## src/iagc_pkg.sv

```systemverilog
`default_nettype none

package iagc_pkg;

    localparam int CMD_WIDTH       = 4;
    localparam int ADC_WIDTH       = 14;
    localparam int ERR_WIDTH       = 16;           // Error and readback word.
    localparam int MEM_DEPTH       = 256;
    localparam int ADDR_WIDTH      = 8;
    localparam int MEM_SIZE_WIDTH  = 9;            // Holds MEM_DEPTH itself.
    localparam int DEC_WIDTH       = 4;
    localparam int COUNT_WIDTH     = 16;
    localparam int CMD_QUEUE_DEPTH = 4;            // Initial host credits.
    localparam int DUMP_CREDIT_MAX = 8;

    localparam logic [MEM_SIZE_WIDTH - 1:0] DEF_MEMORY_SIZE     = 64;
    localparam logic [DEC_WIDTH - 1:0]      DEF_DECIMATOR       = 4;
    localparam logic [COUNT_WIDTH - 1:0]    DEF_PHASE_COUNT     = 256;
    localparam logic [COUNT_WIDTH - 1:0]    DEF_AMPLITUDE_COUNT = 256;

    // Also the o_status encoding.
    typedef enum logic [3:0] {
        RESET     = 4'd0,
        INIT      = 4'd1,
        IDLE      = 4'd2,
        SAMPLE    = 4'd3,
        CMD_PARSE = 4'd4,
        CMD_READ  = 4'd5,
        CMD_ERROR = 4'd6,
        DUMP_REF  = 4'd7,
        DUMP_ERR  = 4'd8,
        CLEAN_MEM = 4'd9,
        SET_MEM   = 4'd10,
        SET_DEC   = 4'd11,
        SET_PHA   = 4'd12,
        SET_AMP   = 4'd13,
        HALT      = 4'd14
    } iagc_state_e;

    // Codes 11 to 15 are invalid.
    typedef enum logic [3:0] {
        OP_EMPTY     = 4'd0,
        OP_RESET     = 4'd1,
        OP_SAMPLE    = 4'd2,
        OP_SET_DEC   = 4'd3,
        OP_CLEAN_MEM = 4'd4,
        OP_DUMP_REF  = 4'd5,
        OP_DUMP_ERR  = 4'd6,
        OP_SET_MEM   = 4'd7,
        OP_SET_PHA   = 4'd8,
        OP_SET_AMP   = 4'd9,
        OP_HALT      = 4'd10
    } iagc_op_e;

endpackage

`default_nettype wire

```

## src/iagc_if.sv

```systemverilog
`default_nettype none


interface iagc_stream_if;
    logic                             valid;
    logic [iagc_pkg::ERR_WIDTH - 1:0] data;
    logic                             ready;

    modport source (output valid, data, input ready);
    modport sink   (input valid, data, output ready);
endinterface

`default_nettype wire

```

## src/iagc_dump_tx.sv

```systemverilog
`default_nettype none

module iagc_dump_tx (
    input  logic                             i_clock,
    input  logic                             i_reset,
    input  logic                             i_dump_credit,
    iagc_stream_if.sink                      stream,
    output logic                             o_dump_valid,
    output logic [iagc_pkg::ERR_WIDTH - 1:0] o_dump_data
);
    import iagc_pkg::*;

    logic [$clog2(DUMP_CREDIT_MAX + 1) - 1:0] credits;
    logic                                     xfer;

    assign stream.ready = (credits != '0);
    assign xfer         = stream.valid && stream.ready;

    // A credit arriving with a transfer leaves the count unchanged.
    always_ff @(posedge i_clock) begin
        if (i_reset) begin
            credits <= '0;
        end else if (xfer && !i_dump_credit) begin
            credits <= credits - 1'b1;
        end else if (!xfer && i_dump_credit && credits != DUMP_CREDIT_MAX) begin
            credits <= credits + 1'b1;
        end
    end

    always_ff @(posedge i_clock) begin
        if (i_reset) begin
            o_dump_valid <= 1'b0;
        end else begin
            o_dump_valid <= xfer;
        end
    end

    always_ff @(posedge i_clock) begin
        if (xfer) begin
            o_dump_data <= stream.data;    // Held until the next word.
        end
    end

endmodule

`default_nettype wire

```

## src/flat_wrapper.sv

```systemverilog
// flat-port wrapper written by rule: the top's interface ports become plain ports
module iagc_dump_tx_flat import iagc_pkg::*;
  (i_clock, i_reset, i_dump_credit, o_dump_valid, o_dump_data, stream_valid, stream_data, stream_ready);
  iagc_stream_if stream_i ();
  input  logic i_clock;
  input  logic i_reset;
  input  logic i_dump_credit;
  output logic o_dump_valid;
  output logic [iagc_pkg::ERR_WIDTH - 1:0] o_dump_data;
  input wire logic [$bits(stream_i.valid)-1:0] stream_valid;
  input wire logic [$bits(stream_i.data)-1:0] stream_data;
  output wire logic [$bits(stream_i.ready)-1:0] stream_ready;
  assign stream_i.valid = stream_valid;
  assign stream_i.data = stream_data;
  assign stream_ready = stream_i.ready;
  iagc_dump_tx u_core (.i_clock(i_clock), .i_reset(i_reset), .i_dump_credit(i_dump_credit), .stream(stream_i), .o_dump_valid(o_dump_valid), .o_dump_data(o_dump_data));
endmodule
```

## config.mk

```make
export PLATFORM = sky130hd
export DESIGN_NAME = iagc_dump_tx_flat
export DESIGN_NICKNAME = d
export VERILOG_FILES = /design/src/iagc_pkg.sv /design/src/iagc_if.sv /design/src/iagc_dump_tx.sv /design/src/flat_wrapper.sv
export SDC_FILE = /design/constraint.sdc
export NUM_CORES = 1
export LEC_CHECK = 0
export ABC_AREA = 1
export BUFFER_PORTS_ARGS = -buffer_cell sky130_fd_sc_hd__buf_2
export CAP_MARGIN = 25
export CORE_MARGIN = 2
export CORE_UTILIZATION = 48
export DETAILED_ROUTE_END_ITERATION = 8
export PLACE_DENSITY = 0.81
export SLEW_MARGIN = 20
export SYNTH_ARGS = -nofsm -noshare
export SYNTH_HDL_FRONTEND = slang
export SYNTH_SLANG_ARGS = --single-unit
```

## constraint.sdc

```tcl
create_clock -name i_clock -period 4.2 [get_ports i_clock]
set_input_delay 0.42 -clock i_clock [delete_from_list [all_inputs] [get_ports i_clock]]
set_output_delay 0.42 -clock i_clock [all_outputs]
set_load 0.005 [all_outputs]
```

# == Word-level counts from Yosys, hierarchy flattened ==
# Index checks and enable logic that the tools add are counted.
# op_classes
addsub,2
n_eq_ne,1
mux,2
n_reduce_logical,8
# ops
operator,count
$mux 4,2
$add 4x1->4 const B,1
$logic_and 1x1->1,4
$ne 4x4->1 const B,1
$reduce_bool 4->1,1
$sub 4x1->4 const B,1
$logic_not 1->1,2
$reduce_bool 2->1,1
# word_totals
register_bits,21
in_bits,20
word_cells,16

# == Longest topological paths before layout ==
# depth
ltp_word,7
mapped_depth,12
mapped_depth_nobuf,12

# == Least setup slack after synthesis ==
# Ideal clock, no wire load.
# synth_timing
path_type,reg-to-reg
from,reg u_core.credits[2]
to,reg u_core.credits[3]
setup_ps,115
arrival_time_ps,1451
slack_ps,2634
path_stages_with_launch,12
n_path_buf,0
period_less_slack_ps,1566
path_cell_list,dfxtp_1 nor2_2 nand2_4 nand3b_4 inv_1 ha_1 nand2_1 nand2_1 a21oi_1 nand2_1 a21oi_1 nor2_1
# synth_via
elab_chain_len,6
elab_cells_between_ends,12
# synth_rtl
element,line_no,source
start: declaration,iagc_dump_tx.sv:13,logic [$clog2(DUMP_CREDIT_MAX + 1) - 1:0] credits;
start signal: assignment,iagc_dump_tx.sv:24,credits <= credits - 1'b1;
start signal: assignment,iagc_dump_tx.sv:26,credits <= credits + 1'b1;
$reduce_bool 4->1 (*),iagc_dump_tx.sv:16,assign stream.ready = (credits != '0);
net stream_ready,flat_wrapper.sv:12,output wire logic [$bits(stream_i.ready)-1:0] stream_ready;
$logic_and 1x1->1 (*),iagc_dump_tx.sv:17,assign xfer = stream.valid && stream.ready;
$logic_not 1->1,iagc_dump_tx.sv:25,end else if (!xfer && i_dump_credit && credits != DUMP_CREDIT_MAX) begin
$logic_and 1x1->1 (2 in series),iagc_dump_tx.sv:25,
$reduce_bool 2->1 (no source line),n/a,
# Mark *: on every way through the listed nets, which the timed path passes. The rest lies on a longest branch. The select of a mux whose other input is x is not followed.
# A chain may end at the register's enable or synchronous reset.

# == Worst setup path in the final report ==
# layout_timing
from,reg u_core.credits[2]
to,reg u_core.credits[3]
# layout_via
elab_chain_len,6
elab_cells_between_ends,12
# layout_rtl
element
branches (longest 6 deep; another with $add 4x1->4)
# Several ways; the timed one is not identified. The select of a mux whose other input is x is not followed.

==> summary.md <==
| Metric | Value |
|---|---|
| Initial antenna violation count | 0 |
| Most used DFF post-synth | edfxtp_1 |
| Internal power | 442 uW |
| Final slew viol count | 0 |
| Vias per Instance | 4.97 |
| IO Count | 38 |
| Area Growth Syn to Fin | 27.6% |
| Post-DP HPWL | 1210 um |
| Post-CTS Hold Buffers | 0 |
| Clock buffer depth | 2 |
| Share of cells above drive strength 1 | 0.490 |
| Comb power frac | 0.379 |
| Reg power frac | 0.490 |
| Setup TNS | 0 ns |
| Cts repair resizes | 0 |
| # clock sinks | 21 |
| CP max FO | 5 |
| Die Wd | 46.0 um |
| Worst-path clk slew | 0.11 ns |
| Starting Density | 0.501 |
| Syn. warnings | 0 |
| Via count | 592 |
| Startpoint types | flip-flop |
| Switching part of the total | 0.352 |
| Sequential-to-total area share from yosys stat | 0.685 |
| Synth top area share | 0.567 |
| Largest net degree at the start of global routing | 17 |
| Crit-path cells | nor2_2, nand2_4, nand3b_4, inv_1, ha_1, nand2_1, nand2_1, a21oi_1, nand2_1, a21oi_1, nor2_1 |
| Mapped cell area | 847 um2 |
| WL final | 1450 um |
| RSZ-0062 raised after global routing | false |
| Worst Tran Pin Value | 0.572 ns |
| Min Hold Slack | 0.296 ns |
| Period utilization | 0.407 |
| Most frequent cells after synthesis | edfxtp_1 (16), nand2_1 (8), inv_1 (6), dfxtp_1 (5), nor2_1 (5) |
| Clock Latency Late Sink | 0.29 ns |
| Power per cell area | 630 nW/um2 |
| Layout Nets | 126 |
| First-pass GRT wire length | 2190 um |
| Layout Cells excl Fill | 119 |
| Synth top area cells | edfxtp_1 (57%), dfxtp_1 (12%), nand2_4 (4.0%), nand2_1 (3.5%), ha_1 (3.0%) |
| Total Die Area | 2120 um2 |
| H-tree Lvls | 1 |
| Max stage delay on crit path | 0.36 ns |
| Max-Cap Viols | 0 |
| Post-route ant nets | 0 |
| Drt first pass iters | 2 |
| Worst path arrival time | 1.91 ns |
| GR Util All Layers | 0.145 |
| Post-Syn Instances | 61 |
| Drt initial violations | 1 |
| Max-slew headroom | 0.618 |
| Design area | 1080 um2 |
| Number of flops mapped to enable cells by yosys | 16 |
| Ant. Diodes | 0 |
| Row count | 15 |
| CP top delay family | simple AND/OR/NAND/NOR gates |
| Die Y | 46.0 um |
| Vias in the first global route | 524 |
| Number of port buffers | 37 |
| Tmin final | 1.71 ns |
| Top-count cell post-synth | edfxtp_1 |
| Leading area contributor after synthesis | edfxtp_1 |
| Min-delay worst type | input pin to flip-flop |
| Inserted Clock Buffers | 3 |
| Core area | 1690 um2 |
| Filler Cell Count | 130 |
| Cell mode on critical path | nand2_1 |
| Static Leak | 0.000517 uW |
| Number of setup buffers added after CTS | 0 |
| Crit Path Class | flip-flop to flip-flop |
| Final GP Congestion | 0.727 |
| Crit. End Element | flip-flop |
| Net Sw Power | 240 uW |
| Status | finished clean |
| Hold Vio Cnt, Final | 0 |
| Slowest CP cell | dfxtp_1 |
| Drt drc | 0 |
| Async SR Flop Fraction | 0 |
| Buf+Inv Stages, Crit Path | 1 |
| Clk root buf | clkbuf_4 |
| Final setup fails | 0 |
| Syn_nets | 84 |
| Post-synth cell types | 19 |
| Dpl cell area | 1050 um2 |
| WL/cell | 12.2 um |
| Final global-route overflow total | 0 |
| Setup Skew | 0.00665 ns |
| Worst VDD drop | 0.325 mV |
| Fmax | 0.585 GHz |
| Flops & latches, synth | 21 |
| Clock Power Share | 0.131 |
| Crit path required time | 4.40 ns |
| Utilization after layout | 0.640 |
| Placed cell count | 115 |
| Syn avg cell area | 13.9 um2 |
| CTS tree | done |
-- state kept, by name (all words and copies together) (netlist names) --
name                 flops
u_core.o_dump_data      16
u_core.o_dump_valid      1
u_core.credits           4
-- metrics by stage --
step | power, uW | setup slack, ns
detailed placement | 602 | 2.48
global route | 735 | 2.36
finish | 681 | 2.49
global placement | 583 | 2.53
floorplan | 508 | 2.63
CTS | 692 | 2.49
-- power groups by stage --
| stage | clock network, uW | logic (uW) | registers, uW |
|---|---|---|---|
| 3_3_place_gp | 0 | 247 | 336 |
| 6_report | 89.3 | 258 | 334 |
| 3_5_place_dp | 0 | 262 | 339 |
| 5_1_grt | 104 | 288 | 343 |
| 2_1_floorplan | 0 | 166 | 341 |
| 4_1_cts | 94.8 | 263 | 335 |
-- layout by cell type, fill, tap and decap left out, types with 2 or more instances in the layout --
| cell type | count |
|---|---|
| nor2_1 | 5 |
| ha_1 | 2 |
| edfxtp_1 | 16 |
| dfxtp_1 | 5 |
| nand2_4 | 3 |
| clkbuf_4 | 3 |
| buf_2 | 37 |
| nand3_1 | 3 |
| nand2_1 | 8 |
| inv_1 | 6 |
| a21oi_1 | 3 |
-- final cells by class --
cell class | count | area, um2 | share of cell area
clock buffer | 3 | 22.5 | 0.0208
clock inverter | 1 | 5.00 | 0.00463
inverter | 7 | 26.3 | 0.0243
multi-input combinational | 33 | 240 | 0.222
sequential | 21 | 581 | 0.537
tap | 17 | 21.3 | 0.0197
timing repair buffer | 37 | 185 | 0.171
-- metal layers --
layer  GRT usage  wire, um  vias to the layer above  part of all wire
met3      0.0397       123                        0             0.085
met1       0.177       595                      271              0.41
met4      0.0457         0                        0                 0
li1            -         -                      290                 -
met5           0         0                        -                 0
met2       0.247       728                       31              0.50
-- final timing paths --
check | start | endpoint | slack (ns) | cells after the start
max | u_core.credits[2] | u_core.credits[3] | 2.49 | 11
min | stream_data[14] | u_core.o_dump_data[14] | 0.30 | 1
max reg2reg | u_core.credits[2] | u_core.credits[3] | 2.49 | 11
min reg2reg | u_core.credits[3] | u_core.credits[3] | 0.57 | 2
-- cells by family after synthesis --
kind of cell,count (synthesis),share of synthesized area
adders and majority gates,3,0.0532
buffers and inverters,7,0.0310
DFF,21,0.685
xor gates and xnor gates,1,0.0103
AOI/OAI and AO/OA,5,0.0325
and+or+nand+nor,24,0.188
(Power assumes the default switching activity.)
