### src/iagc_pkg.sv
`default_nettype none

package iagc_pkg;

    localparam int CMD_WIDTH       = 4;
    localparam int ADC_WIDTH       = 14;
    localparam int ERR_WIDTH       = 16;           // Error and readback word.
    localparam int MEM_DEPTH       = 256;
    localparam int ADDR_WIDTH      = 8;
    localparam int MEM_SIZE_WIDTH  = 9;            // Holds MEM_DEPTH itself.
    localparam int DEC_WIDTH       = 4;
    localparam int COUNT_WIDTH     = 16;
    localparam int CMD_QUEUE_DEPTH = 4;            // Initial host credits.
    localparam int DUMP_CREDIT_MAX = 8;

    localparam logic [MEM_SIZE_WIDTH - 1:0] DEF_MEMORY_SIZE     = 64;
    localparam logic [DEC_WIDTH - 1:0]      DEF_DECIMATOR       = 4;
    localparam logic [COUNT_WIDTH - 1:0]    DEF_PHASE_COUNT     = 256;
    localparam logic [COUNT_WIDTH - 1:0]    DEF_AMPLITUDE_COUNT = 256;

    // Also the o_status encoding.
    typedef enum logic [3:0] {
        RESET     = 4'd0,
        INIT      = 4'd1,
        IDLE      = 4'd2,
        SAMPLE    = 4'd3,
        CMD_PARSE = 4'd4,
        CMD_READ  = 4'd5,
        CMD_ERROR = 4'd6,
        DUMP_REF  = 4'd7,
        DUMP_ERR  = 4'd8,
        CLEAN_MEM = 4'd9,
        SET_MEM   = 4'd10,
        SET_DEC   = 4'd11,
        SET_PHA   = 4'd12,
        SET_AMP   = 4'd13,
        HALT      = 4'd14
    } iagc_state_e;

    // Codes 11 to 15 are invalid.
    typedef enum logic [3:0] {
        OP_EMPTY     = 4'd0,
        OP_RESET     = 4'd1,
        OP_SAMPLE    = 4'd2,
        OP_SET_DEC   = 4'd3,
        OP_CLEAN_MEM = 4'd4,
        OP_DUMP_REF  = 4'd5,
        OP_DUMP_ERR  = 4'd6,
        OP_SET_MEM   = 4'd7,
        OP_SET_PHA   = 4'd8,
        OP_SET_AMP   = 4'd9,
        OP_HALT      = 4'd10
    } iagc_op_e;

endpackage

`default_nettype wire

### src/iagc_if.sv
`default_nettype none

interface iagc_cmd_if;
    logic                             valid;
    logic [iagc_pkg::CMD_WIDTH - 1:0] op;
    logic [iagc_pkg::CMD_WIDTH - 1:0] param;
    logic                             pop;

    modport source (output valid, op, param, input pop);
    modport sink   (input valid, op, param, output pop);
endinterface


`default_nettype wire

### src/iagc_cmd_queue.sv
`default_nettype none

module iagc_cmd_queue (
    input  logic                             i_clock,
    input  logic                             i_reset,
    input  logic                             i_cmd_valid,
    input  logic [iagc_pkg::CMD_WIDTH - 1:0] i_cmd_op,
    input  logic [iagc_pkg::CMD_WIDTH - 1:0] i_cmd_param,
    output logic                             o_cmd_credit,
    iagc_cmd_if.source                       cmd
);
    import iagc_pkg::*;

    logic [CMD_WIDTH - 1:0]               op_mem    [CMD_QUEUE_DEPTH];
    logic [CMD_WIDTH - 1:0]               param_mem [CMD_QUEUE_DEPTH];
    logic [$clog2(CMD_QUEUE_DEPTH) - 1:0] wr_ptr;
    logic [$clog2(CMD_QUEUE_DEPTH) - 1:0] rd_ptr;
    logic [$clog2(CMD_QUEUE_DEPTH):0]     count;
    logic                                 full;
    logic                                 push;
    logic                                 pop;

    assign full = (count == CMD_QUEUE_DEPTH);
    assign push = i_cmd_valid && !full;
    assign pop  = cmd.pop && cmd.valid;

    assign cmd.valid = (count != '0);
    assign cmd.op    = op_mem[rd_ptr];
    assign cmd.param = param_mem[rd_ptr];

    always_ff @(posedge i_clock) begin
        if (push) begin
            op_mem[wr_ptr]    <= i_cmd_op;
            param_mem[wr_ptr] <= i_cmd_param;
        end
    end

    always_ff @(posedge i_clock) begin
        if (i_reset) begin
            wr_ptr       <= '0;
            rd_ptr       <= '0;
            count        <= '0;
            o_cmd_credit <= 1'b0;
        end else begin
            if (push) begin
                wr_ptr <= wr_ptr + 1'b1;    // Wraps at depth.
            end
            if (pop) begin
                rd_ptr <= rd_ptr + 1'b1;
            end
            case ({push, pop})
                2'b10:   count <= count + 1'b1;
                2'b01:   count <= count - 1'b1;
                default: count <= count;
            endcase
            o_cmd_credit <= pop;            // One credit back per command taken.
        end
    end

endmodule

`default_nettype wire

### src/flat_wrapper.sv
// flat-port wrapper written by rule: the top's interface ports become plain ports
module iagc_cmd_queue_flat import iagc_pkg::*;
  (i_clock, i_reset, i_cmd_valid, i_cmd_op, i_cmd_param, o_cmd_credit, cmd_valid, cmd_op, cmd_param, cmd_pop);
  iagc_cmd_if cmd_i ();
  input  logic i_clock;
  input  logic i_reset;
  input  logic i_cmd_valid;
  input  logic [iagc_pkg::CMD_WIDTH - 1:0] i_cmd_op;
  input  logic [iagc_pkg::CMD_WIDTH - 1:0] i_cmd_param;
  output logic o_cmd_credit;
  output wire logic [$bits(cmd_i.valid)-1:0] cmd_valid;
  output wire logic [$bits(cmd_i.op)-1:0] cmd_op;
  output wire logic [$bits(cmd_i.param)-1:0] cmd_param;
  input wire logic [$bits(cmd_i.pop)-1:0] cmd_pop;
  assign cmd_valid = cmd_i.valid;
  assign cmd_op = cmd_i.op;
  assign cmd_param = cmd_i.param;
  assign cmd_i.pop = cmd_pop;
  iagc_cmd_queue u_core (.i_clock(i_clock), .i_reset(i_reset), .i_cmd_valid(i_cmd_valid), .i_cmd_op(i_cmd_op), .i_cmd_param(i_cmd_param), .o_cmd_credit(o_cmd_credit), .cmd(cmd_i));
endmodule
### config.mk
export PLATFORM = sky130hd
export DESIGN_NAME = iagc_cmd_queue_flat
export DESIGN_NICKNAME = d
export VERILOG_FILES = /design/src/iagc_pkg.sv /design/src/iagc_if.sv /design/src/iagc_cmd_queue.sv /design/src/flat_wrapper.sv
export SDC_FILE = /design/constraint.sdc
export NUM_CORES = 1
export LEC_CHECK = 0
export ABC_AREA = 1
export BUFFER_PORTS_ARGS = -buffer_cell sky130_fd_sc_hd__buf_2
export CAP_MARGIN = 15
export CORE_ASPECT_RATIO = 1.1
export CORE_MARGIN = 8
export CORE_UTILIZATION = 56
export DETAILED_ROUTE_END_ITERATION = 10
export GPL_TIMING_DRIVEN = 0
export PLACE_DENSITY_LB_ADDON = 0.2
export SYNTH_ARGS = -nofsm -noshare
export SYNTH_HDL_FRONTEND = slang
export SYNTH_SLANG_ARGS = --single-unit
### constraint.sdc
create_clock -name i_clock -period 2.2 [get_ports i_clock]
set_clock_uncertainty 0.15 [all_clocks]
set_input_delay 0.11 -clock i_clock [delete_from_list [all_inputs] [get_ports i_clock]]
set_output_delay 0.11 -clock i_clock [all_outputs]
set_load 0.05 [all_outputs]
Word level (Yosys, flattened, before mapping)
Memories as Yosys holds them, arrays and structs flattened. A register that Yosys moved wholly into a read port is not among the register bits.
Index checks and enable logic that the tools add are counted.
Widths: inputs -> output; s select.

operators by class
  reductions and logical operators = 5
  mux-type cells = 7
  equal/unequal tests = 3
  $add $sub $neg = 4

operators by type and width
  cell                 count
  $mux 2               4
  $pmux 3 s2           1
  $add 2x1->2 const B  2
  $add 3x1->3 const B  1
  $eq 3x3->1 const B   1
  $reduce_bool 3->1    1
  $sub 3x1->3 const B  1
  $eq 2x1->1 const B   1
  $eq 2x2->1 const B   1
  $logic_and 1x1->1    2
  $mux 1               2
  $reduce_bool 2->1    1
  $logic_not 1->1      1

storage, ports and cells
  bits of input ports = 12
  bits in writable memories = 32
  bits in registers = 8
  output and inout bits = 10
  logic and storage cells = 25
  memories kept = 2

memory list
  name              words  bits a word  rd ports  clocked after Yosys merged registers in  wr ports  line                  text
  u_core.op_mem     4      4            1         1                                        1         iagc_cmd_queue.sv:14  logic [CMD_WIDTH - 1:0] op_mem [CMD_QUEUE_DEPTH];
  u_core.param_mem  4      4            1         1                                        1         iagc_cmd_queue.sv:15  logic [CMD_WIDTH - 1:0] param_mem [CMD_QUEUE_DEPTH];

Logic depth before layout (Yosys ltp)
  word-level depth = 5
  gate-level depth with buffers = 13
  mapped depth without buffers = 13

Worst setup path after synthesis
No wires, ideal clock.

  path kind = reg2reg
  from = reg u_core.count[1]
  to = reg u_core.count[2]
  cell stages (with the launch flop) = 14
  setup slack = 185 ps
  path buffers = 0
  clock period less this slack = 2015 ps
  arrival = 1752 ps
  library setup time = 113 ps
  required time = 1937 ps
  path through = dfxtp_1 nor2_4 nand2_2 nand2_2 inv_1 ha_1 inv_1 fa_1 inv_1 nand2_1 nand3_1 nand2_1 nand2_1 nor2_1

on the way
  elaborated cells between the ends (all ways) = 11
  those cells by class = add/sub: 2; eq/ne: 3; mux: 1; reduce/logical: 5

RTL lines
  item                                                    line                  text
  from (decl)                                             iagc_cmd_queue.sv:18  logic [$clog2(CMD_QUEUE_DEPTH):0] count;
  from (signal assigned)                                  iagc_cmd_queue.sv:52  2'b10: count <= count + 1'b1;
  from (signal assigned)                                  iagc_cmd_queue.sv:53  2'b01: count <= count - 1'b1;
  from (signal assigned)                                  iagc_cmd_queue.sv:54  default: count <= count;
  $reduce_bool 3->1 (*)                                   iagc_cmd_queue.sv:27  assign cmd.valid = (count != '0);
  named net cmd_valid                                     flat_wrapper.sv:11    output wire logic [$bits(cmd_i.valid)-1:0] cmd_valid;
  $logic_and 1x1->1 (*)                                   iagc_cmd_queue.sv:25  assign pop = cmd.pop && cmd.valid;
  named net u_core.pop                                    iagc_cmd_queue.sv:21  logic pop;
  $eq 2x1->1 / $eq 2x2->1 (equally long branches)         iagc_cmd_queue.sv:51  case ({push, pop})
  $pmux 3 s2 / $reduce_bool 2->1 (equally long branches)  --

Mark *: on every way through the listed nets, which the timed path passes. The rest lies on a longest branch.
A chain may end at the register's enable or synchronous reset.

Worst setup path in the final report
  from = reg u_core.count[1]
  to = reg u_core.count[2]

on the way
  elaborated cells between the ends (all ways) = 11
  those cells by class = add/sub: 2; eq/ne: 3; mux: 1; reduce/logical: 5

RTL lines
  item                                                    line
  $reduce_bool 3->1 (*)                                   iagc_cmd_queue.sv:27
  $logic_and 1x1->1 (*)                                   iagc_cmd_queue.sv:25
  named net u_core.pop                                    iagc_cmd_queue.sv:21
  $eq 2x1->1 / $eq 2x2->1 (equally long branches)         iagc_cmd_queue.sv:51
  $pmux 3 s2 / $reduce_bool 2->1 (equally long branches)  --

Marked as above.

==> run_results.csv <==
group,metric,value,unit
outcome,status,"completed",
yosys,yosysSeqAreaShare,0.6769,
power_and_ir_drop,switchingPower,0.9554,mW
power_and_ir_drop,seqPwrFrac,0.430,
yosys,synth_compound_area_frac,0.1028,
critical_path,cp-end-kind,"flop",
floorplanning,die_h,74.05,um
yosys,synth_area_leaders,"edfxtp_1, dfxtp_1, nor2_1",
yosys,syn_area_per_cell,11.75,um^2
power_and_ir_drop,swShare,0.3996,
power_and_ir_drop,powerDensity,1159,mW/mm^2
timing,worstMarginPinSlew,0.7781,ns
critical_path,crit_fanout,4,
timing,hold_violations,0,
drt,wl,3148,um
floorplanning,dieArea,0.005092,mm^2
grt,grt_pass1_wl,5257,um
layout,drive_gt1_frac,0.2086,
power_and_ir_drop,p_leak,0.8148,nW
critical_path,critPathKind,"reg -> reg",
grt,first_global_vias,1193,
timing,fin_crit_sh,0.9156,
yosys,yosysTopAreaCell,"edfxtp_1",
flow_run,maxCapViolCount,0,
drt,dr.pass1.iters,4,
timing,fin_hold_ws,0.3537,ns
layout,regArea,0.001161,mm^2
clocking,clk_pin_slew_worst_paths,0.12,ns
worst_hold_path,min_path_type,"in -> reg",
grt,antenna_found_initial,0,
floorplanning,core_area,0.002995,mm^2
floorplanning,chipWidth,68.77,um
power_and_ir_drop,combPwrFrac,0.380,
timing,fin_ws,0.1857,ns
timing,fmax,496.5,MHz
layout,syn_to_final_growth,20.28,%
clocking,cts_resized,0,
layout,fillers,215,
timing,grt_setup_unrepaired,"no",
clocking,post-cts-setup-buffer-count,0,
yosys,synthDominantCellAreaShare,0.5602,
critical_path,crit_chain,"nor2_4 > nand2_2 > nand2_2 > inv_1 > ha_1 > inv_1 > fa_1 > inv_1 > nand2_1 > nand3_1 > nand2_1 > nand2_1 > nor2_1",
drt,ant_nets,0,
floorplanning,rows,21,
yosys,yosysWarnings,0,
placement,portBuffers,21,
layout,fin_util,0.6888,
clocking,cts_tree,"built",
clocking,clockBufferDepth,2,
yosys,synthXorXnorAreaFrac,0,
timing,finalMaxSlewViolations,0,
critical_path,start_kind,"flop",
timing,slew_headroom,0.4794,
power_and_ir_drop,peakVddDrop,795.5,uV
layout,multi_input_area,464.2,um^2
timing,period_needed,2.014,ns
yosys,synthAdderAreaFrac,0.04814,
yosys,synth_mux_area_frac,0,
yosys,synth_fp_nets,164,
placement,dp_hpwl,2169,um
grt,grtUsageTotal,0.1437,
critical_path,critPathTopFamily,"adder cells",
grt,grt_start_max_net_pins,14,
drt,drt-initial-drc-count,46,
drt,avgRoutedWirePerCell,14.24,um
floorplanning,ioPinCount,22,
timing,setup_violations,0,
critical_path,cp.arrival,2.12,ns
yosys,synth_top_family_by_area,"simple AND/OR/NAND/NOR gates",
clocking,cts_root_buffer,"clkbuf_4",
timing,setup_tns,0,ns
placement,gp_congestion,0.7393,
critical_path,critPathBufInv,3,
critical_path,cp_slowest_cell,"fa_1",
critical_path,critical_path_required,2.31,ns
clocking,clock_sinks,42,
placement,dpl_worst_slack,0.2284,ns
power_and_ir_drop,power.share.clock,0.191,
yosys,synth_seq_cells,42,
layout,antenna_cells,0,
placement,placed_cell_area,0.001863,mm^2
clocking,clock_latency,0.35,ns
grt,grt-ovfl-total,0,
power_and_ir_drop,finalPower,2.391,mW
yosys,yosys.cell_types.count,18,
drt,drc,0,
placement,dp_cells,201,
clocking,numCtsBuffers,5,
floorplanning,start_util,0.5727,
critical_path,crit_path_max_incr_delay,0.44,ns
drt,via_per_inst,5.276,
layout,finalNetCount,204,
clocking,htreeDepth,2,
yosys,synthSimpleGateAreaFrac,0.1196,
power_and_ir_drop,p_int,1.435,mW
yosys,synth_area,0.001715,mm^2
layout,design_area,0.002063,mm^2
drt,vias,1166,
layout,final-instance-count-excl-fill,221,
yosys,syn_inst,146,
-- synth_stat cells --
library cell	instances
o21ai_0	14
edfxtp_1	32
o22ai_1	8
nand2_4	1
inv_1	17
dfxtp_1	10
nand3_1	5
nand2_2	3
nor2_1	26
nor2_4	1
ha_1	5
o21ai_1	1
buf_6	2
nand2_1	11
a21oi_1	5
inv_2	1
fa_1	1
o21ai_2	3
-- worst paths after layout --
kind	startpoint	to	slack, ns	cells past startpoint
worst min-delay path	i_cmd_param[2]	u_core.param_mem[3][2]$_DFFE_PP_	0.35	2
worst max-delay path	u_core.count[1]$_SDFFE_PP0P_	u_core.count[2]$_SDFFE_PP0P_	0.19	13
worst max register to register	u_core.count[1]$_SDFFE_PP0P_	u_core.count[2]$_SDFFE_PP0P_	0.19	13
worst min register to register	u_core.wr_ptr[0]$_SDFFE_PP0P_	u_core.wr_ptr[0]$_SDFFE_PP0P_	0.36	2
-- sequential cells by signal, summed over array words and instances, names as in the netlist, named ones only --
register / flops
u_core.param_mem: 16
u_core.o_cmd_credit: 1
u_core.rd_ptr: 2
u_core.wr_ptr: 2
u_core.op_mem: 16
u_core.count: 3
-- cell type report --
type / count / share of cell area
Clock buffer: 8 / 0.03881
Buffer: 2 / 0.01092
Sequential cell: 42 / 0.5628
Tap cell: 34 / 0.02062
Timing Repair Buffer: 33 / 0.1092
Multi-Input combinational cell: 84 / 0.2250
Inverter: 18 / 0.03275
-- what timing repair did --
action,4_1_cts,5_1_grt
hold endpoints to repair,42,0
endpoints found under the setup margin,0,0
hold buffers,12,0
-- layer usage --
metal	global-route usage	routed length, um	vias to the layer above
li1	-	-	581
met1	0.1459	1245	556
met2	0.2451	1654	21
met3	0.04970	164	8
met4	0.08705	83	0
met5	0	0	-
-- power groups by stage --
stage / clock network [mW] / logic, mW / registers (mW)
after floorplan: 0 / 0.683 / 1.04
after global placement: 0 / 0.865 / 1.04
after detailed placement: 0 / 0.896 / 1.04
after CTS: 0.470 / 0.919 / 1.03
after global routing: 0.505 / 1.00 / 1.04
final: 0.456 / 0.908 / 1.03
-- layout by cell type (no fill, tap or decap), drive strengths merged --
cell          n
inv          18
fa            1
dlygate4sd3  12
o21ai        18
nor2         27
a21oi         5
clkbuf        8
edfxtp       32
nand2        15
nand3         5
ha            5
buf          23
o22ai         8
dfxtp        10
-- kinds of logic after synthesis --
| logic type | after synthesis |
|---|---|
| AOI/OAI and AO/OA | 31 |
| adders and majority gates | 6 |
| buffers and inverters | 20 |
| DFF | 42 |
| and+or+nand+nor | 47 |
Power figures use the tool's default switching activity.
