<file path="src/iagc_pkg.sv">
`default_nettype none

package iagc_pkg;

    localparam int CMD_WIDTH       = 4;
    localparam int ADC_WIDTH       = 14;
    localparam int ERR_WIDTH       = 16;           // Error and readback word.
    localparam int MEM_DEPTH       = 256;
    localparam int ADDR_WIDTH      = 8;
    localparam int MEM_SIZE_WIDTH  = 9;            // Holds MEM_DEPTH itself.
    localparam int DEC_WIDTH       = 4;
    localparam int COUNT_WIDTH     = 16;
    localparam int CMD_QUEUE_DEPTH = 4;            // Initial host credits.
    localparam int DUMP_CREDIT_MAX = 8;

    localparam logic [MEM_SIZE_WIDTH - 1:0] DEF_MEMORY_SIZE     = 64;
    localparam logic [DEC_WIDTH - 1:0]      DEF_DECIMATOR       = 4;
    localparam logic [COUNT_WIDTH - 1:0]    DEF_PHASE_COUNT     = 256;
    localparam logic [COUNT_WIDTH - 1:0]    DEF_AMPLITUDE_COUNT = 256;

    // Also the o_status encoding.
    typedef enum logic [3:0] {
        RESET     = 4'd0,
        INIT      = 4'd1,
        IDLE      = 4'd2,
        SAMPLE    = 4'd3,
        CMD_PARSE = 4'd4,
        CMD_READ  = 4'd5,
        CMD_ERROR = 4'd6,
        DUMP_REF  = 4'd7,
        DUMP_ERR  = 4'd8,
        CLEAN_MEM = 4'd9,
        SET_MEM   = 4'd10,
        SET_DEC   = 4'd11,
        SET_PHA   = 4'd12,
        SET_AMP   = 4'd13,
        HALT      = 4'd14
    } iagc_state_e;

    // Codes 11 to 15 are invalid.
    typedef enum logic [3:0] {
        OP_EMPTY     = 4'd0,
        OP_RESET     = 4'd1,
        OP_SAMPLE    = 4'd2,
        OP_SET_DEC   = 4'd3,
        OP_CLEAN_MEM = 4'd4,
        OP_DUMP_REF  = 4'd5,
        OP_DUMP_ERR  = 4'd6,
        OP_SET_MEM   = 4'd7,
        OP_SET_PHA   = 4'd8,
        OP_SET_AMP   = 4'd9,
        OP_HALT      = 4'd10
    } iagc_op_e;

endpackage

`default_nettype wire

</file>
<file path="src/iagc_if.sv">
`default_nettype none

interface iagc_cmd_if;
    logic                             valid;
    logic [iagc_pkg::CMD_WIDTH - 1:0] op;
    logic [iagc_pkg::CMD_WIDTH - 1:0] param;
    logic                             pop;

    modport source (output valid, op, param, input pop);
    modport sink   (input valid, op, param, output pop);
endinterface

interface iagc_mem_ctrl_if;
    logic                                  start_sample;
    logic                                  start_clean;
    logic                                  start_dump;
    logic                                  bank_sel;    // High selects the error bank.
    logic [iagc_pkg::MEM_SIZE_WIDTH - 1:0] memory_size;
    logic [iagc_pkg::DEC_WIDTH - 1:0]      decimator;
    logic [iagc_pkg::COUNT_WIDTH - 1:0]    amplitude;
    logic                                  sample_end;
    logic                                  clean_end;
    logic                                  dump_end;

    modport ctrl (
        output start_sample, start_clean, start_dump, bank_sel,
        output memory_size, decimator, amplitude,
        input  sample_end, clean_end, dump_end
    );
    modport mem (
        input  start_sample, start_clean, start_dump, bank_sel,
        input  memory_size, decimator, amplitude,
        output sample_end, clean_end, dump_end
    );
endinterface


`default_nettype wire

</file>
<file path="src/iagc_fsm.sv">
`default_nettype none

module iagc_fsm (
    input  logic                                  i_clock,
    input  logic                                  i_reset,
    input  logic                                  i_adc_init_done,
    input  logic                                  i_dac_init_done,
    iagc_cmd_if.sink                              cmd,
    iagc_mem_ctrl_if.ctrl                         mem,
    output iagc_pkg::iagc_state_e                 o_status,
    output logic [iagc_pkg::DEC_WIDTH - 1:0]      o_decimator,
    output logic [iagc_pkg::COUNT_WIDTH - 1:0]    o_phase_count,
    output logic [iagc_pkg::COUNT_WIDTH - 1:0]    o_amplitude_count,
    output logic [iagc_pkg::MEM_SIZE_WIDTH - 1:0] o_memory_size
);
    import iagc_pkg::*;

    iagc_state_e                 state;
    iagc_state_e                 next_state;
    iagc_op_e                    cmd_op;
    logic [CMD_WIDTH - 1:0]      cmd_param;
    logic [MEM_SIZE_WIDTH - 1:0] memory_size;
    logic [DEC_WIDTH - 1:0]      decimator;
    logic [COUNT_WIDTH - 1:0]    phase_count;
    logic [COUNT_WIDTH - 1:0]    amplitude_count;

    always_comb begin
        next_state = state;
        case (state)
            RESET:     next_state = INIT;
            INIT:      next_state = (i_adc_init_done && i_dac_init_done) ? IDLE : INIT;
            IDLE:      next_state = cmd.valid ? CMD_PARSE : IDLE;
            CMD_PARSE: next_state = CMD_READ;
            CMD_READ: begin
                case (cmd_op)
                    OP_EMPTY:     next_state = IDLE;
                    OP_RESET:     next_state = RESET;
                    OP_SAMPLE:    next_state = SAMPLE;
                    OP_SET_DEC:   next_state = SET_DEC;
                    OP_CLEAN_MEM: next_state = CLEAN_MEM;
                    OP_DUMP_REF:  next_state = DUMP_REF;
                    OP_DUMP_ERR:  next_state = DUMP_ERR;
                    OP_SET_MEM:   next_state = SET_MEM;
                    OP_SET_PHA:   next_state = SET_PHA;
                    OP_SET_AMP:   next_state = SET_AMP;
                    OP_HALT:      next_state = HALT;
                    default:      next_state = CMD_ERROR;
                endcase
            end
            SAMPLE:    next_state = mem.sample_end ? IDLE : SAMPLE;
            CLEAN_MEM: next_state = mem.clean_end ? IDLE : CLEAN_MEM;
            DUMP_REF,
            DUMP_ERR:  next_state = mem.dump_end ? IDLE : state;
            CMD_ERROR,
            SET_MEM,
            SET_DEC,
            SET_PHA,
            SET_AMP:   next_state = IDLE;
            HALT:      next_state = HALT;         // Only i_reset leaves.
            default:   next_state = RESET;
        endcase
    end

    // Start pulses are high in the first cycle of their state.
    always_ff @(posedge i_clock) begin
        if (i_reset) begin
            state            <= RESET;
            mem.start_sample <= 1'b0;
            mem.start_clean  <= 1'b0;
            mem.start_dump   <= 1'b0;
        end else begin
            state            <= next_state;
            mem.start_sample <= (state == CMD_READ) && (next_state == SAMPLE);
            mem.start_clean  <= (state == CMD_READ) && (next_state == CLEAN_MEM);
            mem.start_dump   <= (state == CMD_READ) && (next_state inside {DUMP_REF, DUMP_ERR});
        end
    end

    always_ff @(posedge i_clock) begin
        if (state == CMD_PARSE) begin
            cmd_op    <= iagc_op_e'(cmd.op);
            cmd_param <= cmd.param;
        end
    end

    always_ff @(posedge i_clock) begin
        if (i_reset || state == RESET || state == INIT) begin
            memory_size     <= DEF_MEMORY_SIZE;
            decimator       <= DEF_DECIMATOR;
            phase_count     <= DEF_PHASE_COUNT;
            amplitude_count <= DEF_AMPLITUDE_COUNT;
        end else begin
            case (state)
                SET_MEM: begin
                    memory_size <= (cmd_param > CMD_WIDTH'(ADDR_WIDTH))
                                   ? MEM_SIZE_WIDTH'(MEM_DEPTH)     // Capped at one bank.
                                   : MEM_SIZE_WIDTH'(1) << cmd_param;
                end
                SET_DEC: decimator       <= cmd_param;
                SET_PHA: phase_count     <= COUNT_WIDTH'(1) << cmd_param;
                SET_AMP: amplitude_count <= COUNT_WIDTH'(1) << cmd_param;
                default: ;
            endcase
        end
    end

    assign cmd.pop         = (state == CMD_PARSE);
    assign mem.bank_sel    = (state == DUMP_ERR);
    assign mem.memory_size = memory_size;
    assign mem.decimator   = decimator;
    assign mem.amplitude   = amplitude_count;

    assign o_status          = state;
    assign o_memory_size     = memory_size;
    assign o_decimator       = decimator;
    assign o_phase_count     = phase_count;
    assign o_amplitude_count = amplitude_count;

endmodule

`default_nettype wire

</file>
<file path="src/flat_wrapper.sv">
// flat-port wrapper written by rule: the top's interface ports become plain ports
module iagc_fsm_flat import iagc_pkg::*;
  (i_clock, i_reset, i_adc_init_done, i_dac_init_done, o_status, o_decimator, o_phase_count, o_amplitude_count, o_memory_size, cmd_valid, cmd_op, cmd_param, cmd_pop, mem_start_sample, mem_start_clean, mem_start_dump, mem_bank_sel, mem_memory_size, mem_decimator, mem_amplitude, mem_sample_end, mem_clean_end, mem_dump_end);
  iagc_cmd_if cmd_i ();
  iagc_mem_ctrl_if mem_i ();
  input  logic i_clock;
  input  logic i_reset;
  input  logic i_adc_init_done;
  input  logic i_dac_init_done;
  output iagc_pkg::iagc_state_e o_status;
  output logic [iagc_pkg::DEC_WIDTH - 1:0] o_decimator;
  output logic [iagc_pkg::COUNT_WIDTH - 1:0] o_phase_count;
  output logic [iagc_pkg::COUNT_WIDTH - 1:0] o_amplitude_count;
  output logic [iagc_pkg::MEM_SIZE_WIDTH - 1:0] o_memory_size;
  input wire logic [$bits(cmd_i.valid)-1:0] cmd_valid;
  input wire logic [$bits(cmd_i.op)-1:0] cmd_op;
  input wire logic [$bits(cmd_i.param)-1:0] cmd_param;
  output wire logic [$bits(cmd_i.pop)-1:0] cmd_pop;
  output wire logic [$bits(mem_i.start_sample)-1:0] mem_start_sample;
  output wire logic [$bits(mem_i.start_clean)-1:0] mem_start_clean;
  output wire logic [$bits(mem_i.start_dump)-1:0] mem_start_dump;
  output wire logic [$bits(mem_i.bank_sel)-1:0] mem_bank_sel;
  output wire logic [$bits(mem_i.memory_size)-1:0] mem_memory_size;
  output wire logic [$bits(mem_i.decimator)-1:0] mem_decimator;
  output wire logic [$bits(mem_i.amplitude)-1:0] mem_amplitude;
  input wire logic [$bits(mem_i.sample_end)-1:0] mem_sample_end;
  input wire logic [$bits(mem_i.clean_end)-1:0] mem_clean_end;
  input wire logic [$bits(mem_i.dump_end)-1:0] mem_dump_end;
  assign cmd_i.valid = cmd_valid;
  assign cmd_i.op = cmd_op;
  assign cmd_i.param = cmd_param;
  assign cmd_pop = cmd_i.pop;
  assign mem_start_sample = mem_i.start_sample;
  assign mem_start_clean = mem_i.start_clean;
  assign mem_start_dump = mem_i.start_dump;
  assign mem_bank_sel = mem_i.bank_sel;
  assign mem_memory_size = mem_i.memory_size;
  assign mem_decimator = mem_i.decimator;
  assign mem_amplitude = mem_i.amplitude;
  assign mem_i.sample_end = mem_sample_end;
  assign mem_i.clean_end = mem_clean_end;
  assign mem_i.dump_end = mem_dump_end;
  iagc_fsm u_core (.i_clock(i_clock), .i_reset(i_reset), .i_adc_init_done(i_adc_init_done), .i_dac_init_done(i_dac_init_done), .cmd(cmd_i), .mem(mem_i), .o_status(o_status), .o_decimator(o_decimator), .o_phase_count(o_phase_count), .o_amplitude_count(o_amplitude_count), .o_memory_size(o_memory_size));
endmodule
</file>
<file path="config.mk">
export PLATFORM = sky130hd
export DESIGN_NAME = iagc_fsm_flat
export DESIGN_NICKNAME = d
export VERILOG_FILES = /design/src/iagc_pkg.sv /design/src/iagc_if.sv /design/src/iagc_fsm.sv /design/src/flat_wrapper.sv
export SDC_FILE = /design/constraint.sdc
export NUM_CORES = 1
export LEC_CHECK = 0
export ABC_AREA = 1
export BUFFER_PORTS_ARGS = -buffer_cell sky130_fd_sc_hd__buf_2
export CAP_MARGIN = 15
export CORE_MARGIN = 2
export CORE_UTILIZATION = 31
export DETAILED_ROUTE_END_ITERATION = 6
export GPL_ROUTABILITY_DRIVEN = 0
export GPL_TIMING_DRIVEN = 0
export MAX_ROUTING_LAYER = met4
export PLACE_DENSITY = 0.59
export SETUP_SLACK_MARGIN = 0.2
export SYNTH_ARGS = -nofsm -noshare
export SYNTH_HDL_FRONTEND = slang
export SYNTH_SLANG_ARGS = --single-unit
</file>
<file path="constraint.sdc">
create_clock -name i_clock -period 1.7 [get_ports i_clock]
set_clock_uncertainty 0.2 [all_clocks]
set_input_delay 0.34 -clock i_clock [delete_from_list [all_inputs] [get_ports i_clock]]
set_output_delay 0.34 -clock i_clock [all_outputs]
set_load 0.01 [all_outputs]
</file>
Word level (Yosys, flattened, before mapping):

Memories as Yosys holds them, arrays and structs flattened. A register that Yosys moved wholly into a read port is not among the register bits.
Index checks and enable logic that the tools add are counted.

* div/mod/pow operators: 0
* reductions and logical operators: 10
* mux-type cells: 8
* equal/unequal tests: 18
* $mul: 0
* add/subtract/negate cells: 0
* bitwise logic cells: 0
* $lt $le $gt $ge: 1
* shifts and indexed selects: 2

Operators by type and width (number)
* one-hot mux 4 bit (10 select lines): 1
* equality test 4 bit (second input constant): 9
* equality test 4 x 3 -> 1 bit (second input constant): 5
* left shift 1 x 4 -> 16 bit (first input constant): 1
* equality test 4 x 2 -> 1 bit (second input constant): 3
* 2-to-1 mux 4 bit: 3
* 2-to-1 mux 9 bit: 1
* left shift 1 x 4 -> 9 bit (first input constant): 1
* OR reduction 5 bit: 1
* equality test 4 x 1 -> 1 bit (second input constant): 1
* > comparator 4 bit (second input constant): 1
* logical AND 1 bit: 4
* logical NOT 4 bit: 1
* 2-to-1 mux 3 bit: 1
* logical OR 1 bit: 2
* 2-to-1 mux 2 bit: 1
* nonzero test 2 bit: 1
* OR reduction 2 bit: 1
* 2-to-1 mux 1 bit: 1

* output and inout port bits: 83
* bits in latches: 0
* input port bits: 16
* bits in read-only memories: 64
* bits in writable memories: 0
* register bits after elaboration: 60
* memories: 1

Memories
* (no name shown): depth 16, width 4, read ports 1, clocked after Yosys merged registers in 1, wr ports 0, RTL line iagc_fsm.sv:35 `case (cmd_op)`

Logic depth before layout (Yosys ltp):

Gate-level depths: netlist of the first run.

* depth in word-level cells: 6
* depth in mapped cells: 10

Least setup slack after synthesis of the first run:

No wires, ideal clock.

* path type: reg-to-reg
* from: reg u_core.state[2], in the netlist u_core.o_status[2]
* to: reg with a tool-made name
* arrival time: 1.387 ns
* stages on the path, launching flop included: 9
* buffers on the path: 0
* setup slack: -0.005 ns
* cell sequence: dfxtp_1 > inv_2 > nor2_8 > nand2_4 > nand2_1 > o21ai_4 > ha_1 > nand2_1 > o21ai_1

RTL lines
* start: declaration: RTL line iagc_fsm.sv:18 `iagc_state_e state;`
* start signal: assignment: RTL line iagc_fsm.sv:72 `state <= next_state;`

==> out/metrics.yaml, run 1 <==
synth:
  synth.distinct_cells: 29
  yosysMostFrequentCell: "dfxtp_1"
  syn-cell-area_sq_um: 2818
  synth_top_flop_cell: "dfxtp_1"
  yosys.area.top_type: "dfxtp_1"
  netlist_top_cells_count: "dfxtp_1, a21oi_1, nand2_1, o21ai_0, buf_4"
  ys_warn_count: 0
  async_flop_share: 0
  netlist_top_cells_area: "dfxtp_1, a21oi_1, edfxtp_1"
  synth_nets: 367
  ys_seq_area_frac: 0.4831
  synth_top_area_share: 0.3979
  ys_ff_latch: 64
  synth_edf_count: 8
  synth_area_per_cell_sq_um: 8.051
  syn_inst: 350
worst_setup_path:
  path_buf_inv: 1
  max_stage_delay_ns: 0.38
  cp.arrival_ns: 1.76
  startpoint_type: "flop"
  crit_type: "reg2reg"
  crit_chain: "nor2_4 > nand2_8 > buf_12 > nand2_4 > o21ai_4 > or2_4 > a21oi_4 > a21oi_2"
  cp_max_fo: 5
  cp_slowest_cell: "dfxtp_4"
  cp_top_family: "simple AND/OR/NAND/NOR gates"
  rr_worst_depth: 8
  cp-end-kind: "flop"
  critical_path_depth: 8
  reg2reg_setup_slack_ns: -0.03
  crit_required_ns: 1.74
floorplan:
  die-height_um: 99.34
  ios: 99
  die_w_um: 99.34
  coreArea_sq_um: 8763
  die_area_sq_um: 9868
  start_util: 0.3215
  rows: 34
finish:
  fin_nets: 525
  antennaDiodeCount: 0
  stdcell_count: 621
  finalInstanceArea_sq_um: 4770
  drive_above_1_share: 0.6472
  area.growth.synth_to_final_pct: 69.27
timing:
  hold_ws_ns: 0.02001
  setup_tns_ns: -0.09316
  grt_setup_unrepaired: "true"
  finalMaxSlewViolations: 0
  fin_crit_ns: 1.728
  worst_slack_ns: -0.02828
  final_hold_viol_count: 0
  setup_viol: 4
  relSlewSlack: 0.8187
  fin_crit_sh: 1.017
  worstMarginPinSlew_ns: 0.2710
  fmax_ghz: 0.5786
placed_design:
  io_buffers: 98
  placed_cell_area_sq_um: 3475
  hpwlAfterDp_mm: 5.622
  post-place-cells: 556
status:
  violations: "negative setup slack"
  status: "complete, but fails checks"
power_and_ir_drop:
  p_per_area_nw_per_um2: 696.4
  internal-power_w: 0.002476
  clkPwrFrac: 0.433
  vdd_drop_max_v: 0.0003641
  p_seq_frac: 0.467
  p_sw_frac: 0.2547
  comb_power_share: 0.100
  switching_power_w: 0.0008459
  p_leak_nw: 2.275
detailed_routing:
  wl_met1_mm: 3.856
  postRouteAntennaNets: 0
  met3_length_um: 633
  via_per_inst: 4.866
  drc: 0
  wl_per_cell_um: 14.63
  highest_layer: "met4"
  vias: 3022
  wl_met2_mm: 4.341
  drt_iter0_drc: 165
  firstDrtPassIters: 4
  drt_wl_total_mm: 9.087
grt:
  grt.total_usage: 0.1631
  grt_start_max_net_pins: 14
  grt_pass1_vias: 2622
  grt_pass1_wl_mm: 12.48
  grt_overflow: 0
  antenna_found_initial: 0
clocking:
  cts-htree-levels: 3
  numCtsBuffers: 9
  clkSinkCount: 64
  cts_tree: "yes"
  root_buffer: "clkbuf_8"
  clock_path_buffers: 2
  path_clk_slew_ns: 0.07
  clock_latency_ns: 0.34
worst_hold_path:
  hold_class: "in2reg"
  hold_depth: 1
job:
  maxCapViolations: 0
[cell usage in the layout, fill, tap and decap left out, types with 11 or more instances in the layout]
cell type	netlist	routed
nor2_4	1	13
dfxtp_1	56	23
buf_2	10	90
a21oi_1	48	41
nand2_2	1	13
o21ai_0	44	18
buf_4	29	47
nand3_1	18	11
nand4_1	12	12
inv_1	25	15
buf_6	0	41
o21ai_2	1	23
nand2_1	46	29
dfxtp_2	0	29
[per-stage QoR]
step           power (W)  utilization  worst slack (ns)
3_3_place_gp    0.001732       0.3965          -0.01359
6_report        0.003321       0.5443          -0.02828
3_5_place_dp    0.001735       0.3965          -0.03776
2_1_floorplan   0.001679            -            0.1809
5_1_grt         0.003427       0.5443          -0.09655
4_1_cts         0.003201       0.4562          -0.01914
[kinds of logic after synthesis]
group / Yosys count / synth area share
compound gates: 97 / 0.1776
fa+ha+maj: 1 / 0.004440
buf+inv: 76 / 0.1448
flops: 64 / 0.4831
simple gates: 112 / 0.1901
[final cells by class]
cell class,count,area [sq um]
Timing Repair Buffer,146,1065
Clock inverter,6,73.82
Buffer,44,352.8
Multi-Input combinational cell,211,1435
Tap cell,108,135.1
Inverter,32,146.4
Clock buffer,10,148.9
Fill cell,771,3994
Sequential cell,64,1413
[routing by layer]
| metal | vias up | global-route usage |
|---|---|---|
| li1 | 1468 | - |
| met1 | 1405 | 0.2118 |
| met2 | 124 | 0.2510 |
| met3 | 25 | 0.03162 |
| met4 | 0 | 0.06428 |
| met5 | - | - |
[power groups by stage]
| stage | Combinational [W] | Sequential (W) | Clock [W] |
|---|---|---|---|
| finish | 0.000332 | 0.00155 | 0.00144 |
| floorplan | 0.0000907 | 0.00159 | 0 |
| CTS | 0.000203 | 0.00155 | 0.00145 |
| detailed placement | 0.000145 | 0.00159 | 0 |
| global route | 0.000354 | 0.00155 | 0.00152 |
| global placement | 0.000143 | 0.00159 | 0 |
[final timing paths]
check                                       startpoint                                    to
setup / recovery         u_core.o_status[0]$_SDFF_PP0_                                  flop
hold reg to reg   u_core.mem.decimator[2]$_SDFFE_PP1P_  u_core.mem.decimator[2]$_SDFFE_PP1P_
setup reg to reg         u_core.o_status[0]$_SDFF_PP0_                                  flop
hold / removal                               cmd_op[1]            u_core.cmd_op[1]$_DFFE_PP_
[state kept, by name, indices dropped and copies added (netlist names), 4 cells and up, named ones only]
name	cells
u_core.mem.amplitude	16
u_core.mem.decimator	4
u_core.cmd_op	4
u_core.o_status	4
u_core.cmd_param	4
u_core.mem.memory_size	9
u_core.o_phase_count	16
[repair_timing]
item | 4_1_cts | 5_1_grt
hold buffers | 5 | 0
pin swaps | 6 | 28
buffers inserted | 15 | 22
gates resized for setup | 49 | 195
endpoints found under the hold margin | 5 | 0
setup endpoints to repair | 59 | 82
cloned | 0 | 7
Note: power is estimated with default switching activity, not from simulation.
==> inputs of run 2 (changes only) <==
--- a/config.mk
+++ b/config.mk
@@ -8,6 +8,7 @@
 export ABC_AREA = 1
 export BUFFER_PORTS_ARGS = -buffer_cell sky130_fd_sc_hd__buf_2
 export CAP_MARGIN = 15
+export CORE_ASPECT_RATIO = 0.75
 export CORE_MARGIN = 2
 export CORE_UTILIZATION = 31
 export DETAILED_ROUTE_END_ITERATION = 6
==> run 2 against run 1 <==
  * The run still ends with negative setup slack left
  * Final area decreased by 6.1%
  * Maximum frequency up 0.57%
  * Utilization shrank 4.3 points
  * Sequential cell count unchanged
  * Power is 5.0% higher
  * First-iteration DRC count down 29%
  * Hold slack got worse by 0.0082 ns
  * Worst setup slack improved by 0.0098 ns
  * Routed wire length shrank 1.4%
  * Highest routed layer unchanged
==> out/metrics.yaml, run 2 (same netlist as run 1, synthesis figures left out) <==
detailed_routing:
  vias: 2955
  firstDrtPassIters: 4
  wl_per_cell_um: 14.55
  drt_wl_total_mm: 8.963
  via_per_inst: 4.797
  drc: 0
  postRouteAntennaNets: 0
  drt_iter0_drc: 117
job:
  maxCapViolations: 0
power_and_ir_drop:
  p_total_w: 0.003489
  p_seq_frac: 0.445
  p_sw_frac: 0.2415
  p_leak_nw: 2.166
  internal-power_w: 0.002646
  p_per_area_nw_per_um2: 778.8
  clkPwrFrac: 0.476
  switching_power_w: 0.0008426
  vdd_drop_max_v: 0.0005183
  comb_power_share: 0.079
timing:
  worstMarginPinSlew_ns: 0.3135
  fin_crit_sh: 1.011
  fin_crit_ns: 1.718
  worst_slack_ns: -0.01848
  final_hold_viol_count: 0
  relSlewSlack: 0.7899
  setup_viol: 5
  finalMaxSlewViolations: 0
  grt_setup_unrepaired: "true"
  fmax_ghz: 0.5819
clocking:
  clkSinkCount: 64
  root_buffer: "clkbuf_16"
  path_clk_slew_ns: 0.05
  numCtsBuffers: 9
  cts_tree: "yes"
  clock_latency_ns: 0.33
  clock_path_buffers: 2
  cts-htree-levels: 3
worst_setup_path:
  cp_slowest_cell: "dfxtp_4"
  max_stage_delay_ns: 0.40
  crit_chain: "inv_4 > nor2_4 > nand2_2 > inv_2 > buf_6"
  cp-end-kind: "output pin"
  crit_type: "reg2out"
  cp_max_fo: 4
  cp.arrival_ns: 1.18
  startpoint_type: "flop"
  crit_required_ns: 1.16
finish:
  multi_input_area_sq_um: 1282
  final_common_cell: "buf_2"
  area.growth.synth_to_final_pct: 58.97
  fin_nets: 516
  fill_cells: 824
  final-seq-area_sq_um: 1385
  drive_above_1_share: 0.5278
  finalInstanceArea_sq_um: 4479
  final_cell_mix: "buf_2, buf_4, a21oi_1, dfxtp_1, o21ai_0"
  antennaDiodeCount: 0
grt:
  grt_overflow: 0
  grt_pass1_wl_mm: 12.65
  antenna_found_initial: 0
  grt_pass1_vias: 2485
  grt.total_usage: 0.1696
  grt_start_max_net_pins: 13
floorplan:
  die_area_sq_um: 9876
  start_util: 0.3154
  ios: 99
  coreArea_sq_um: 8934
  rows: 30
  die-height_um: 86.57
  die_w_um: 114.1
placed_design:
  placed_cell_area_sq_um: 3480
  hpwlAfterDp_mm: 5.727
  io_buffers: 98
status:
  violations: "negative setup slack"
  status: "complete, but fails checks"
worst_hold_path:
  hold_class: "in2reg"
-- run 2: changes by cell type in the layout (fill, tap and decap cells not counted), sizes merged --
cell / previous run / this run
nor2: 26 / 25
dlygate4sd3: 5 / 4
buf: 181 / 175
bufinv: 1 / 0
clkinvlp: 0 / 3
clkbuf: 14 / 12
clkinv: 5 / 4
-- run 2: cell type report --
class	count	area share
Timing Repair Buffer	138	0.2028
Clock inverter	7	0.01034
Multi-Input combinational cell	210	0.2863
Tap cell	112	0.03128
Inverter	32	0.03296
Clock buffer	9	0.05028
Sequential cell	64	0.3092
Buffer	44	0.07682
-- run 2: power groups by stage --
stage                     clock (W)  sequential (W)  combinational, W
after floorplan                   0         0.00159         0.0000907
after global placement            0         0.00159          0.000143
after detailed placement          0         0.00159          0.000146
after CTS                   0.00169         0.00155          0.000206
after global routing        0.00176         0.00155          0.000293
final                       0.00166         0.00155          0.000275
-- run 2: through the flow --
step           hold slack, ns  setup WS [ns]  utilization  std cells  TNS [ns]
6_report              0.01180       -0.01848       0.5014        616  -0.05291
4_1_cts              0.004245      -0.005540       0.4629        597  -0.01021
2_1_floorplan          0.2027         0.1809            -        350         0
3_3_place_gp           0.2365       -0.05502       0.3895        560   -0.1089
5_1_grt              0.009364        -0.1001       0.5014        616   -0.7766
3_5_place_dp           0.2479       -0.05041       0.3895        560  -0.09986
-- run 2: critical path, delay by kind of cell (launching register included) --
family	cells	cell delay [ns]
buf+inv	3	0.22
flops	1	0.40
simple gates	2	0.23
-- run 2: per-layer routing --
layer	wire length (um)	global-route usage
met1	4184	0.2304
met2	4101	0.2527
met3	548	0.04056
met4	129	0.04878
met5	0	-
-- run 2: worst paths after layout --
check	startpoint	end	slack [ns]	cells past startpoint
max	u_core.o_status[3]$_SDFF_PP0_	mem_bank_sel	-0.02	5
min	cmd_op[3]	u_core.cmd_op[3]$_DFFE_PP_	0.01	1
max reg2reg	u_core.o_status[2]$_SDFF_PP0_	u_core.mem.start_dump$_SDFF_PP0_	-0.01	10
min reg2reg	u_core.o_phase_count[8]$_SDFFE_PP1P_	u_core.o_phase_count[8]$_SDFFE_PP1P_	0.27	2
-- run 2: timing repair --
item	4_1_cts	5_1_grt
gates resized for setup	65	75
pin swaps	16	13
hold buffers	4	0
gates cloned	0	2
endpoints found under the setup margin	56	67
endpoints found under the hold margin	4	0
buffers inserted	17	17
